--- src/cache_pkg.sv ---
package cache_pkg;

    localparam int NUM_SETS = 8;
    localparam int NUM_WAYS = 2;

    localparam logic [15:0] UNCACHED_ADDR = 16'hffff; // bypasses the cache

    // processor word address
    typedef struct packed {
        logic [10:0] tag;
        logic [2:0]  index;
        logic [1:0]  offset;
    } word_addr_t;

    // memory line address
    typedef struct packed {
        logic [10:0] tag;
        logic [2:0]  index;
    } line_addr_t;

    // one cache entry with word 0 in data[15:0]
    typedef struct packed {
        logic        valid;
        logic        dirty;
        logic [10:0] tag;
        logic [63:0] data;
    } line_t;

    typedef struct packed {
        word_addr_t  addr;
        logic        write;  // 1 = store, 0 = load
        logic [15:0] wdata;
    } cpu_req_t;

    typedef struct packed {
        logic        write;  // 1 = line write, 0 = line read
        line_addr_t  addr;
        logic [63:0] wdata;
    } mem_req_t;

endpackage
--- src/cache_top.sv ---
`timescale 1ns/1ns

module cache_top import cache_pkg::*; (
    input  logic        clk,
    input  logic        rst,
    input  logic        enable,
    input  cpu_req_t    cpu_req,
    output logic        done,
    output logic [15:0] rdata,
    input  logic        flush,
    output logic        flush_done,
    output logic        mem_req,
    output mem_req_t    mem,
    input  logic        mem_rdy,
    input  logic [63:0] mem_rdata
);

    logic [2:0] way_index;
    logic write_word0;
    logic write_word1;
    logic fill0;
    logic fill1;
    logic clean0;
    logic clean1;
    logic hit0;
    logic hit1;
    line_t entry0;
    line_t entry1;

    cache_way way0_i (
        .clk        (clk),
        .rst        (rst),
        .index      (way_index),
        .cmp_tag    (cpu_req.addr.tag),
        .write_word (write_word0),
        .fill       (fill0),
        .clean      (clean0),
        .req        (cpu_req),
        .fill_data  (mem_rdata),
        .entry      (entry0),
        .hit        (hit0)
    );

    cache_way way1_i (
        .clk        (clk),
        .rst        (rst),
        .index      (way_index),
        .cmp_tag    (cpu_req.addr.tag),
        .write_word (write_word1),
        .fill       (fill1),
        .clean      (clean1),
        .req        (cpu_req),
        .fill_data  (mem_rdata),
        .entry      (entry1),
        .hit        (hit1)
    );

    cache_ctrl ctrl_i (
        .clk         (clk),
        .rst         (rst),
        .enable      (enable),
        .cpu_req     (cpu_req),
        .flush       (flush),
        .hit0        (hit0),
        .hit1        (hit1),
        .entry0      (entry0),
        .entry1      (entry1),
        .mem_rdy     (mem_rdy),
        .mem_rdata   (mem_rdata),
        .done        (done),
        .rdata       (rdata),
        .flush_done  (flush_done),
        .way_index   (way_index),
        .write_word0 (write_word0),
        .write_word1 (write_word1),
        .fill0       (fill0),
        .fill1       (fill1),
        .clean0      (clean0),
        .clean1      (clean1),
        .mem_req     (mem_req),
        .mem         (mem)
    );

endmodule

--- src/cache_ctrl.sv ---
`timescale 1ns/1ns

module cache_ctrl import cache_pkg::*; (
    input  logic        clk,
    input  logic        rst,
    input  logic        enable,
    input  cpu_req_t    cpu_req,
    input  logic        flush,
    input  logic        hit0,
    input  logic        hit1,
    input  line_t       entry0,
    input  line_t       entry1,
    input  logic        mem_rdy,
    input  logic [63:0] mem_rdata,
    output logic        done,
    output logic [15:0] rdata,
    output logic        flush_done,
    output logic [2:0]  way_index,
    output logic        write_word0,
    output logic        write_word1,
    output logic        fill0,
    output logic        fill1,
    output logic        clean0,
    output logic        clean1,
    output logic        mem_req,
    output mem_req_t    mem
);

    localparam int FLUSH_LAST = NUM_SETS * NUM_WAYS - 1;

    typedef enum logic [2:0] {
        ST_IDLE,
        ST_GAP,    // done cycle with enable ignored
        ST_WB,
        ST_FILL,
        ST_UNC,
        ST_FLUSH
    } state_t;

    state_t state;
    logic [NUM_SETS-1:0] victim;  // round robin bit per set
    logic [3:0] flush_cnt;        // {set, way}

    line_t hit_line;
    line_t vic_entry;
    line_t flush_line;
    logic [15:0] hit_word;
    logic vic_way;
    logic flush_way;
    logic uncached;
    logic accept;
    logic hit_done;
    logic miss_start;
    logic unc_start;
    logic wb_start;
    logic rd_start;
    logic fl_wb_start;
    logic flush_step;
    logic mem_ack;
    logic wb_ack;
    logic fl_ack;
    logic fill_now;

    assign flush_way = flush_cnt[0];
    assign way_index = (state == ST_FLUSH) ? flush_cnt[3:1] : cpu_req.addr.index;

    assign hit_line   = hit1 ? entry1 : entry0;
    assign hit_word   = hit_line.data[{cpu_req.addr.offset, 4'b0000} +: 16];
    assign vic_way    = victim[cpu_req.addr.index];
    assign vic_entry  = vic_way ? entry1 : entry0;
    assign flush_line = flush_way ? entry1 : entry0;

    assign uncached   = (cpu_req.addr == UNCACHED_ADDR);
    assign accept     = (state == ST_IDLE) && !flush && enable; // flush wins over enable
    assign unc_start  = accept && uncached;
    assign hit_done   = accept && !uncached && (hit0 || hit1);
    assign miss_start = accept && !uncached && !(hit0 || hit1);
    assign wb_start   = miss_start && vic_entry.dirty;
    assign rd_start   = (miss_start && !vic_entry.dirty) || (state == ST_FILL && !mem_req);

    assign mem_ack     = mem_req && mem_rdy;
    assign wb_ack      = (state == ST_WB) && mem_ack;
    assign fill_now    = (state == ST_FILL) && mem_ack;
    assign fl_ack      = (state == ST_FLUSH) && mem_ack;
    assign fl_wb_start = (state == ST_FLUSH) && !mem_req && flush_line.dirty;
    assign flush_step  = ((state == ST_FLUSH) && !mem_req && !flush_line.dirty) || fl_ack;

    // way strobes
    assign write_word0 = hit_done && cpu_req.write && hit0;
    assign write_word1 = hit_done && cpu_req.write && hit1;
    assign fill0       = fill_now && !vic_way;
    assign fill1       = fill_now && vic_way;
    assign clean0      = (wb_ack && !vic_way) || (fl_ack && !flush_way);
    assign clean1      = (wb_ack && vic_way) || (fl_ack && flush_way);

    always_ff @(posedge clk or negedge rst) begin
        if (!rst) begin
            state      <= ST_IDLE;
            done       <= 1'b0;
            flush_done <= 1'b0;
            mem_req    <= 1'b0;
            victim     <= '0;
            flush_cnt  <= '0;
        end else begin
            done       <= 1'b0; // both are single-cycle pulses
            flush_done <= 1'b0;
            case (state)
                ST_IDLE: begin
                    if (flush) begin
                        flush_cnt <= '0;
                        state     <= ST_FLUSH;
                    end else if (unc_start) begin
                        mem_req <= 1'b1;
                        state   <= ST_UNC;
                    end else if (hit_done) begin
                        done  <= 1'b1;
                        state <= ST_GAP;
                    end else if (miss_start) begin
                        mem_req <= 1'b1;
                        state   <= wb_start ? ST_WB : ST_FILL;
                    end
                end
                ST_GAP: state <= ST_IDLE;
                ST_WB: begin
                    if (mem_rdy) begin
                        mem_req <= 1'b0; // read goes out after a low cycle
                        state   <= ST_FILL;
                    end
                end
                ST_FILL: begin
                    if (!mem_req) begin
                        mem_req <= 1'b1;
                    end else if (mem_rdy) begin
                        mem_req                       <= 1'b0;
                        victim[cpu_req.addr.index]    <= ~vic_way;
                        state                         <= ST_IDLE; // replays as a hit
                    end
                end
                ST_UNC: begin
                    if (mem_rdy) begin
                        mem_req <= 1'b0;
                        done    <= 1'b1;
                        state   <= ST_GAP;
                    end
                end
                ST_FLUSH: begin
                    if (fl_wb_start) begin
                        mem_req <= 1'b1;
                    end else if (fl_ack) begin
                        mem_req <= 1'b0;
                    end
                    if (flush_step) begin
                        if (flush_cnt == 4'(FLUSH_LAST)) begin
                            flush_done <= 1'b1;
                            state      <= ST_IDLE;
                        end else begin
                            flush_cnt <= flush_cnt + 4'd1;
                        end
                    end
                end
                default: state <= ST_IDLE;
            endcase
        end
    end

    // request payload and read data
    always_ff @(posedge clk) begin
        if (wb_start) begin
            mem.write <= 1'b1;
            mem.addr  <= {vic_entry.tag, cpu_req.addr.index};
            mem.wdata <= vic_entry.data;
        end else if (rd_start) begin
            mem.write <= 1'b0;
            mem.addr  <= {cpu_req.addr.tag, cpu_req.addr.index};
            mem.wdata <= '0;
        end else if (unc_start) begin
            mem.write <= cpu_req.write;
            mem.addr  <= '1;
            mem.wdata <= cpu_req.write ? {48'b0, cpu_req.wdata} : 64'b0;
        end else if (fl_wb_start) begin
            mem.write <= 1'b1;
            mem.addr  <= {flush_line.tag, flush_cnt[3:1]};
            mem.wdata <= flush_line.data;
        end

        if (hit_done && !cpu_req.write) begin
            rdata <= hit_word;
        end else if ((state == ST_UNC) && mem_ack && !mem.write) begin
            rdata <= mem_rdata[15:0]; // word 0 of the uncached line
        end
    end

endmodule

--- src/cache_way.sv ---
`timescale 1ns/1ns

module cache_way import cache_pkg::*; (
    input  logic        clk,
    input  logic        rst,
    input  logic [2:0]  index,
    input  logic [10:0] cmp_tag,
    input  logic        write_word,
    input  logic        fill,
    input  logic        clean,
    input  cpu_req_t    req,
    input  logic [63:0] fill_data,
    output line_t       entry,
    output logic        hit
);

    line_t lines [NUM_SETS];
    line_t cur;
    logic [5:0] word_lsb;

    assign cur      = lines[index];
    assign word_lsb = {req.addr.offset, 4'b0000}; // offset * 16

    assign entry = cur;
    assign hit   = cur.valid && (cur.tag == cmp_tag);

    always_ff @(posedge clk or negedge rst) begin
        if (!rst) begin
            for (int i = 0; i < NUM_SETS; i++) begin
                lines[i] <= '0;
            end
        end else if (fill) begin
            lines[index].valid <= 1'b1;
            lines[index].dirty <= 1'b0;
            lines[index].tag   <= cmp_tag;
            lines[index].data  <= fill_data;
        end else if (write_word) begin
            lines[index].dirty                 <= 1'b1;
            lines[index].data[word_lsb +: 16]  <= req.wdata;
        end else if (clean) begin
            lines[index].dirty <= 1'b0; // line now matches memory
        end
    end

endmodule

--- config.mk ---
export PLATFORM = sky130hd
export DESIGN_NAME = cache_top
export DESIGN_NICKNAME = d
export VERILOG_FILES = /design/src/cache_pkg.sv /design/src/cache_top.sv /design/src/cache_ctrl.sv /design/src/cache_way.sv
export SDC_FILE = /design/constraint.sdc
export NUM_CORES = 2
export LEC_CHECK = 0
export BUFFER_PORTS_ARGS = -buffer_cell sky130_fd_sc_hd__clkbuf_2
export CORE_MARGIN = 10
export CORE_UTILIZATION = 45
export DETAILED_ROUTE_END_ITERATION = 8
export GPL_ROUTABILITY_DRIVEN = 0
export PLACE_DENSITY = 0.64
export SYNTH_ARGS = -nofsm -noshare
export SYNTH_HDL_FRONTEND = slang
export SYNTH_SLANG_ARGS = --single-unit
--- constraint.sdc ---
create_clock -name clk -period 18.1 [get_ports clk]
set_clock_uncertainty 0.05 [all_clocks]
set_input_delay 2.715 -clock clk [delete_from_list [all_inputs] [get_ports clk]]
set_output_delay 2.715 -clock clk [all_outputs]
set_load 0.03 [all_outputs]
# Yosys cells after proc, flatten, opt, wreduce, memory -nomap -nowiden

Index checks and enable logic that the tools add are counted.

Add/subtract/negate cells: 2
$mul: 0
Mux-type cells: 86
Magnitude comparators: 4
Shifts and indexed selects: 3
Reduce and logical (&&, ||, !) cells: 60
Bitwise logic cells: 2
Div/mod/pow operators: 0
Equal/unequal tests: 22

Operator list:

| operator                | number |
|---|---|
| $bwmux 616              | 14 |
| $mux 616                | 6 |
| $demux 77 s3            | 5 |
| $bmux 77 s3             | 2 |
| $mux 77                 | 5 |
| $mux 79                 | 3 |
| $mux 76                 | 3 |
| $mux 64                 | 3 |
| $mux 78                 | 1 |
| $mux 75                 | 1 |
| $shift 16x8->64 const A | 1 |
| $shiftx 16x8->64        | 1 |
| $shiftx 64x7->16        | 1 |
| $mux 16                 | 3 |
| $mux 3                  | 11 |
| $logic_and 1x1->1       | 32 |
| $eq 11x11->1            | 2 |
| $mux 1                  | 19 |
| $eq 16x16->1 const B    | 1 |
| $pmux 3 s5              | 1 |
| $ne 2x2->1 const B      | 7 |
| $mux 4                  | 3 |
| $logic_not 1->1         | 10 |
| $reduce_bool 3->1       | 3 |
| 30 further kinds        | 41 |

Word-level logic and storage cells: 254
Memories kept: 0
Output and inout bits: 98
Bits in writable memories: 0
Bits of input ports: 102
Bits in latches: 0
Bits in read-only memories: 0
Bits in registers: 1345

# Longest topological paths before layout

Word-level depth: 18
Depth in mapped cells: 19
Gate-level depth less buffers: 11

# Hierarchy

Synthesis repeated with hierarchy kept, for this count alone.

Cells, all modules: 5867
Area total of the unflattened synthesis: 64349.2 um2

Modules (own cells, without submodules):

| module              | area each (um2) | seq. area each (um2) | instances | cells an instance |
|---|---|---|---|---|
| cache_way at way0_i | 29080.4         | 15414.8              | 1         | 2669 |
| cache_way at way1_i | 28234.6         | 15414.8              | 1         | 2606 |
| cache_ctrl          | 7034.2          | 3293.2               | 1         | 592 |

# Worst setup path after synthesis

No wires, ideal clock.

Path kind: input to register
Start: input port cpu_req[19] (netlist bit)
End: register ctrl_i.mem[0] (netlist name)
Library setup time: 0.787 ns
Data required time: 17.263 ns
Path slack: 9.785 ns
Buffers on the path: 5
Arrival time: 7.478 ns
Stages on the path: 15
Path through: buf_2 -> buf_2 -> buf_2 -> nor3b_1 -> mux2i_1 -> o32ai_1 -> a21oi_1 -> xor2_1 -> or3b_2 -> or4_4 -> o211a_1 -> buf_2 -> nor2_2 -> buf_2 -> nand2_1

Word-level cells in the longest chain between the ends: 13
Elaborated cells between the ends (all ways): 29
Classes of those cells: 3 x eq/ne; 11 x mux; 1 x bitwise; 14 x reduce/logical

Ends and longest elaborated chain:

| item                                       | RTL line         | RTL |
|---|---|---|
| start, declared                            | cache_top.sv:7   | `input cpu_req_t cpu_req,` |
| $mux 3                                     | cache_ctrl.sv:65 | `assign way_index = (state == ST_FLUSH) ? flush_cnt[3:1] : cpu_req.addr.index;` |
| $not 3->4 (implied by the code)            | cache_way.sv:21  | `assign cur = lines[index];` |
| $bmux 77 s3                                | cache_way.sv:21  |  |
| $mux 77 (implied by the code) (2 in a row) | cache_way.sv:21  |  |
| $eq 11x11->1                               | cache_way.sv:25  | `assign hit = cur.valid && (cur.tag == cmp_tag);` |
| $logic_and 1x1->1                          | cache_way.sv:25  |  |
| $logic_or 1x1->1                           | cache_ctrl.sv:77 | `assign miss_start = accept && !uncached && !(hit0 \|\| hit1);` |
| $logic_not 1->1                            | cache_ctrl.sv:77 |  |
| $logic_and 1x1->1                          | cache_ctrl.sv:77 |  |
| $logic_and 1x1->1                          | cache_ctrl.sv:79 | `assign rd_start = (miss_start && !vic_entry.dirty) \|\| (state == ST_FILL && !mem_req);` |
| $logic_or 1x1->1                           | cache_ctrl.sv:79 |  |
| $reduce_bool 4->1 (no source line) *       | n/a              |  |

Every way passes the cells marked *; elsewhere a longest branch is shown, timed or not. The select of a mux whose other input is x is not followed.
A chain may end at the register's enable or synchronous reset.

# Final worst setup path

Start: input port cpu_req[21] (netlist bit)
End: register way0_i.lines[586] (netlist bit)

Word-level cells in the longest chain between the ends: 13
Elaborated cells between the ends (all ways): 46
Classes of those cells: 2 x order compare; 3 x eq/ne; 26 x mux; 1 x bitwise; 14 x reduce/logical

Ends and longest elaborated chain:

| item                                       | RTL line         | RTL |
|---|---|---|
| $mux 3                                     | cache_ctrl.sv:65 |  |
| $not 3->4 (implied by the code)            | n/a              |  |
| $bmux 77 s3                                | cache_way.sv:21  |  |
| $mux 77 (implied by the code) (2 in a row) | cache_way.sv:21  |  |
| $eq 11x11->1                               | cache_way.sv:25  |  |
| $logic_and 1x1->1                          | cache_way.sv:25  |  |
| $logic_or 1x1->1                           | cache_ctrl.sv:76 | `assign hit_done = accept && !uncached && (hit0 \|\| hit1);` |
| $logic_and 1x1->1                          | cache_ctrl.sv:76 |  |
| $logic_and 1x1->1 (2 in a row)             | cache_ctrl.sv:89 | `assign write_word0 = hit_done && cpu_req.write && hit0;` |
| $mux 616                                   | cache_way.sv:37  | `end else if (write_word) begin` |
| $mux 616                                   | cache_way.sv:32  | `end else if (fill) begin` |
| end, declared                              | cache_way.sv:17  | `line_t lines [NUM_SETS];` |

Several ways; a longest one is shown, not always the timed one. The select of a mux whose other input is x is not followed.

==> metrics list <==
* Crit-path max FO: 58
- Largest voltage drop on the vdd net: 114 uV
- Ratio of cells with drive above 1 in the final layout: 12.4%
* Fin cells: 9636
- Number of clock sinks: 1345
* Portion of synthesized cell area occupied by the leading cell type: 44.8%
* Portion of the post-synthesis area used by sequential elements: 48.8%
- Along the worst hold path, the cell count comes to 2.
- The run finished, with violations left.
- Fmax achieved: 0.115 GHz
- At the worst endpoint, the arrival time is 9280 ps.
* Initial core utilization: 45.3%
- WP data required: 18680 ps
- The longest clock path from root to sink contains 3 buffers.
- The cell area that synthesis handed to floorplanning was 69900 sq um.
* Total of max-cap violations: 0
* Yosys cell types: 92
- Static leakage: 34.9 nW
- Number of H-tree levels: 4
- Total power of the final layout: 9.92 mW
- End point of the worst hold path: way1_i.lines[194]
- Transition at the pin with the smallest max-transition slack: 1300 ps
- Number of enable flip-flop cells after synthesis: 94
* Total length of routed wires: 299 mm
- Counting cells, the worst reg-to-reg path comes to 14.
- The number of hold violations in the final report is 0.
* Routed wirelength normalized by instance count: 31.0 microns
- Synth-to-Final Area Change: 10.2%
- Final period utilization: 48.1%
- WS Path Type: in2reg
* Post-CTS Hold Buffers: 0
* Total of cells resized after clock tree synthesis: 0
- The final number of max-transition violations came to 0.
- Largest area contributor in the synthesized netlist: sky130_fd_sc_hd__dfrtp_1
- Minimum period implied by the final worst setup slack: 8700 ps
- Via total after detailed routing: 66100
* Flops & latches, synth: 1345
- Launch instance of the worst register-to-register path: ctrl_i.state[2]
- Area contributors post-synth: sky130_fd_sc_hd__dfrtp_1 (45%), sky130_fd_sc_hd__nand2_1 (14%), sky130_fd_sc_hd__o211ai_1 (6.1%)
- The clock reaches the later pin of the worst-skew pair after 800 ps.
- Die outline area: 171000 sq um
- For this design the top-level I/O count stands at 200.
- Horizontal extent of the die: 414 microns
- Via-to-Cell Ratio: 6.86
- Cells fill 49.9% of the core in the end.
* Dominant synthesized flop cell: sky130_fd_sc_hd__dfrtp_1
- Kind of start point of the critical path: input pin
- Count of yosys warnings during synthesis: 0
- The tree is rooted in a sky130_fd_sc_hd__clkbuf_16.
* Number of core rows: 144
* Sum of negative setup slack: 0 ps
- The final reports fail on DRC.
- Worst slew margin: 13.1%
- First-pass DRT Iterations: 9
- Final setup violation count: 0
* Die Y: 414 microns
- For this run, design rule violations remaining after detail routing come to 5.
* PortBufs: 199
- Clock-pin transition on the worst setup and hold timing paths: 60 ps
- Placed wire-length estimate: 180 mm
- Final net count: 7569
* Aggregate global routing overflow: 0
* Number of cells produced by synthesis: 7760
- Number of buffers inserted to repair setup after CTS: 0
- Antenna violations before repair: 26
* Largest net degree at the start of global routing: 156
- First-pass GRT wire length: 434 mm
- Clock tree synthesis inserted a total of 146 buffers.
- Setup repair after global routing left no endpoint under its margin.
- TritonCTS built the clock tree.
- The worst register-to-register path ends at way0_i.lines[586].
* Violation count after the first detailed-route iteration: 11900
- Slack of the worst reg-to-reg path: 10410 ps
* Number of placed instances with taps included: 9355
- The total area inside the core boundary comes to 154000 sq um.
- In this run the power density over the cells is 129 nW/um^2.
* Hold/Removal Path Class: reg2reg
- Synth async-reset ratio: 92.9%
* Mapped Avg Cell Area: 9.00 sq um
- In the global route stage, overall resource usage came out at 33.2%.
- Once detail routing completed, the nets flagged for antenna violations numbered 0.
* Vias in the first global route: 61900
- The worst setup path is captured at a flop.
* Total nets after synthesis: 7869
* Startpoint of the tightest hold check path: way1_i.lines[194]
==> power by group <==
part / internal [mW] / leakage, nW / switching, mW
Sequential: 3.78 / 18.1 / 0.447
Combinational: 0.885 / 14.5 / 1.76
Clock: 1.76 / 2.34 / 1.29
Total: 6.42 / 34.9 / 3.50
==> per-layer routing <==
metal	global-route usage (%)	vias to the layer above	part of all wire [%]
li1	-	27200	-
met1	43.5	32400	37
met2	47.6	5355	42
met3	10.1	1064	14
met4	21.4	20	7.0
met5	0	-	0.064
==> cells in the mapped netlist, drive strengths merged, types with 41 or more instances <==
library cell,instances
a21oi,186
a222oi,237
a22oi,486
a32o,60
and2,91
buf,234
clkbuf,594
dfrtp,1250
edfxtp,94
mux2,123
mux2i,138
mux4,43
nand2,2633
nand3,457
nor2,102
nor3,41
o211ai,585
o21ai,94
==> sequential cells by signal, indices dropped and copies added (netlist names) <==
| register | flops |
|---|---|
| ctrl_i.rdata | 16 |
| ctrl_i.state | 3 |
| ctrl_i.done | 1 |
| ctrl_i.mem | 79 |
| ctrl_i.flush_done | 1 |
| ctrl_i.victim | 8 |
| way0_i.lines | 616 |
| ctrl_i.flush_cnt | 4 |
| way1_i.lines | 616 |
| ctrl_i.mem_req | 1 |
==> logic make-up after synthesis <==
group                      after synthesis  synth area share (%)
muxes                                  304                  5.35
AOI/OAI and AO/OA                     1793                  19.7
adders and majority gates                7                 0.125
xor gates and xnor gates                13                 0.163
DFF                                   1345                  48.8
buffers and inverters                  851                  4.96
and+or+nand+nor                       3447                  20.9
==> through the flow <==
step                hold WS [ps]  cell area (sq um)  worst slack [ps]
floorplan                    384              69900              9790
global placement             397              72200              8960
detailed placement           402              72200              8850
CTS                          417              76900              9680
global route                 429              76900              9190
finish                       415              77000              9400
==> worst max-delay path, cell delays in order <==
cell and delay, ps:
sky130_fd_sc_hd__clkbuf_2 80, sky130_fd_sc_hd__buf_4 340, sky130_fd_sc_hd__inv_1 210, sky130_fd_sc_hd__o21ai_4 220
sky130_fd_sc_hd__buf_4 510, sky130_fd_sc_hd__buf_4 750, sky130_fd_sc_hd__a221oi_1 210, sky130_fd_sc_hd__a311oi_1 440
sky130_fd_sc_hd__nor3_1 80, sky130_fd_sc_hd__or4b_1 630, sky130_fd_sc_hd__or4_4 600, sky130_fd_sc_hd__nor4_4 360
sky130_fd_sc_hd__buf_4 740, sky130_fd_sc_hd__nand3_2 800, sky130_fd_sc_hd__nand3_1 340, sky130_fd_sc_hd__o211ai_1 120
==> how the worst max path moves through the flow <==
| stage | start | end | slack [ps] | cells after the start |
|---|---|---|---|---|
| after floorplan | cpu_req[19] | ctrl_i.mem[0] | 9790 | 15 |
| after global placement | cpu_req[21] | way0_i.lines[571] | 8960 | 16 |
| after detailed placement | cpu_req[21] | ctrl_i.mem[75] | 8850 | 17 |
| after CTS | cpu_req[21] | ctrl_i.mem[75] | 9680 | 17 |
| after global routing | cpu_req[21] | way0_i.lines[574] | 9190 | 16 |
| final | cpu_req[21] | way0_i.lines[586] | 9400 | 16 |
==> cell usage in the layout, fill, tap and decap left out, drive strengths merged, types with 12 or more instances in the layout <==
| master | Yosys | layout |
|---|---|---|
| a211oi | 15 | 15 |
| mux2 | 123 | 123 |
| nand2b | 19 | 19 |
| nor3 | 41 | 41 |
| a22o | 13 | 13 |
| inv | 23 | 27 |
| a222oi | 237 | 237 |
| nand3 | 457 | 457 |
| dfrtp | 1250 | 1250 |
| a32o | 60 | 60 |
| a22oi | 486 | 486 |
| nand2 | 2633 | 2633 |
| nor4 | 36 | 36 |
| or2 | 12 | 12 |
| mux2i | 138 | 138 |
| a31oi | 18 | 18 |
| edfxtp | 94 | 94 |
| o211ai | 585 | 585 |
| a221oi | 28 | 28 |
| diode | 0 | 22 |
| clkinv | 0 | 25 |
| o21ai | 94 | 94 |
| nor2 | 102 | 102 |
| buf | 234 | 182 |
| clkbuf | 594 | 418 |
| and2 | 91 | 91 |
| a21oi | 186 | 186 |
| mux4 | 43 | 43 |
==> area by class of cell <==
class	instances	area, sq um
diodes	22	55.1
clock buffers	220	4320
clock inverters	38	415
fillers	14200	77300
inverters	23	88.8
multi-input cells	5564	33000
flip-flops and latches	1345	34100
well taps	2044	2560
repair buffers	380	2460
No activity file was read; power rests on OpenSTA's default activity.
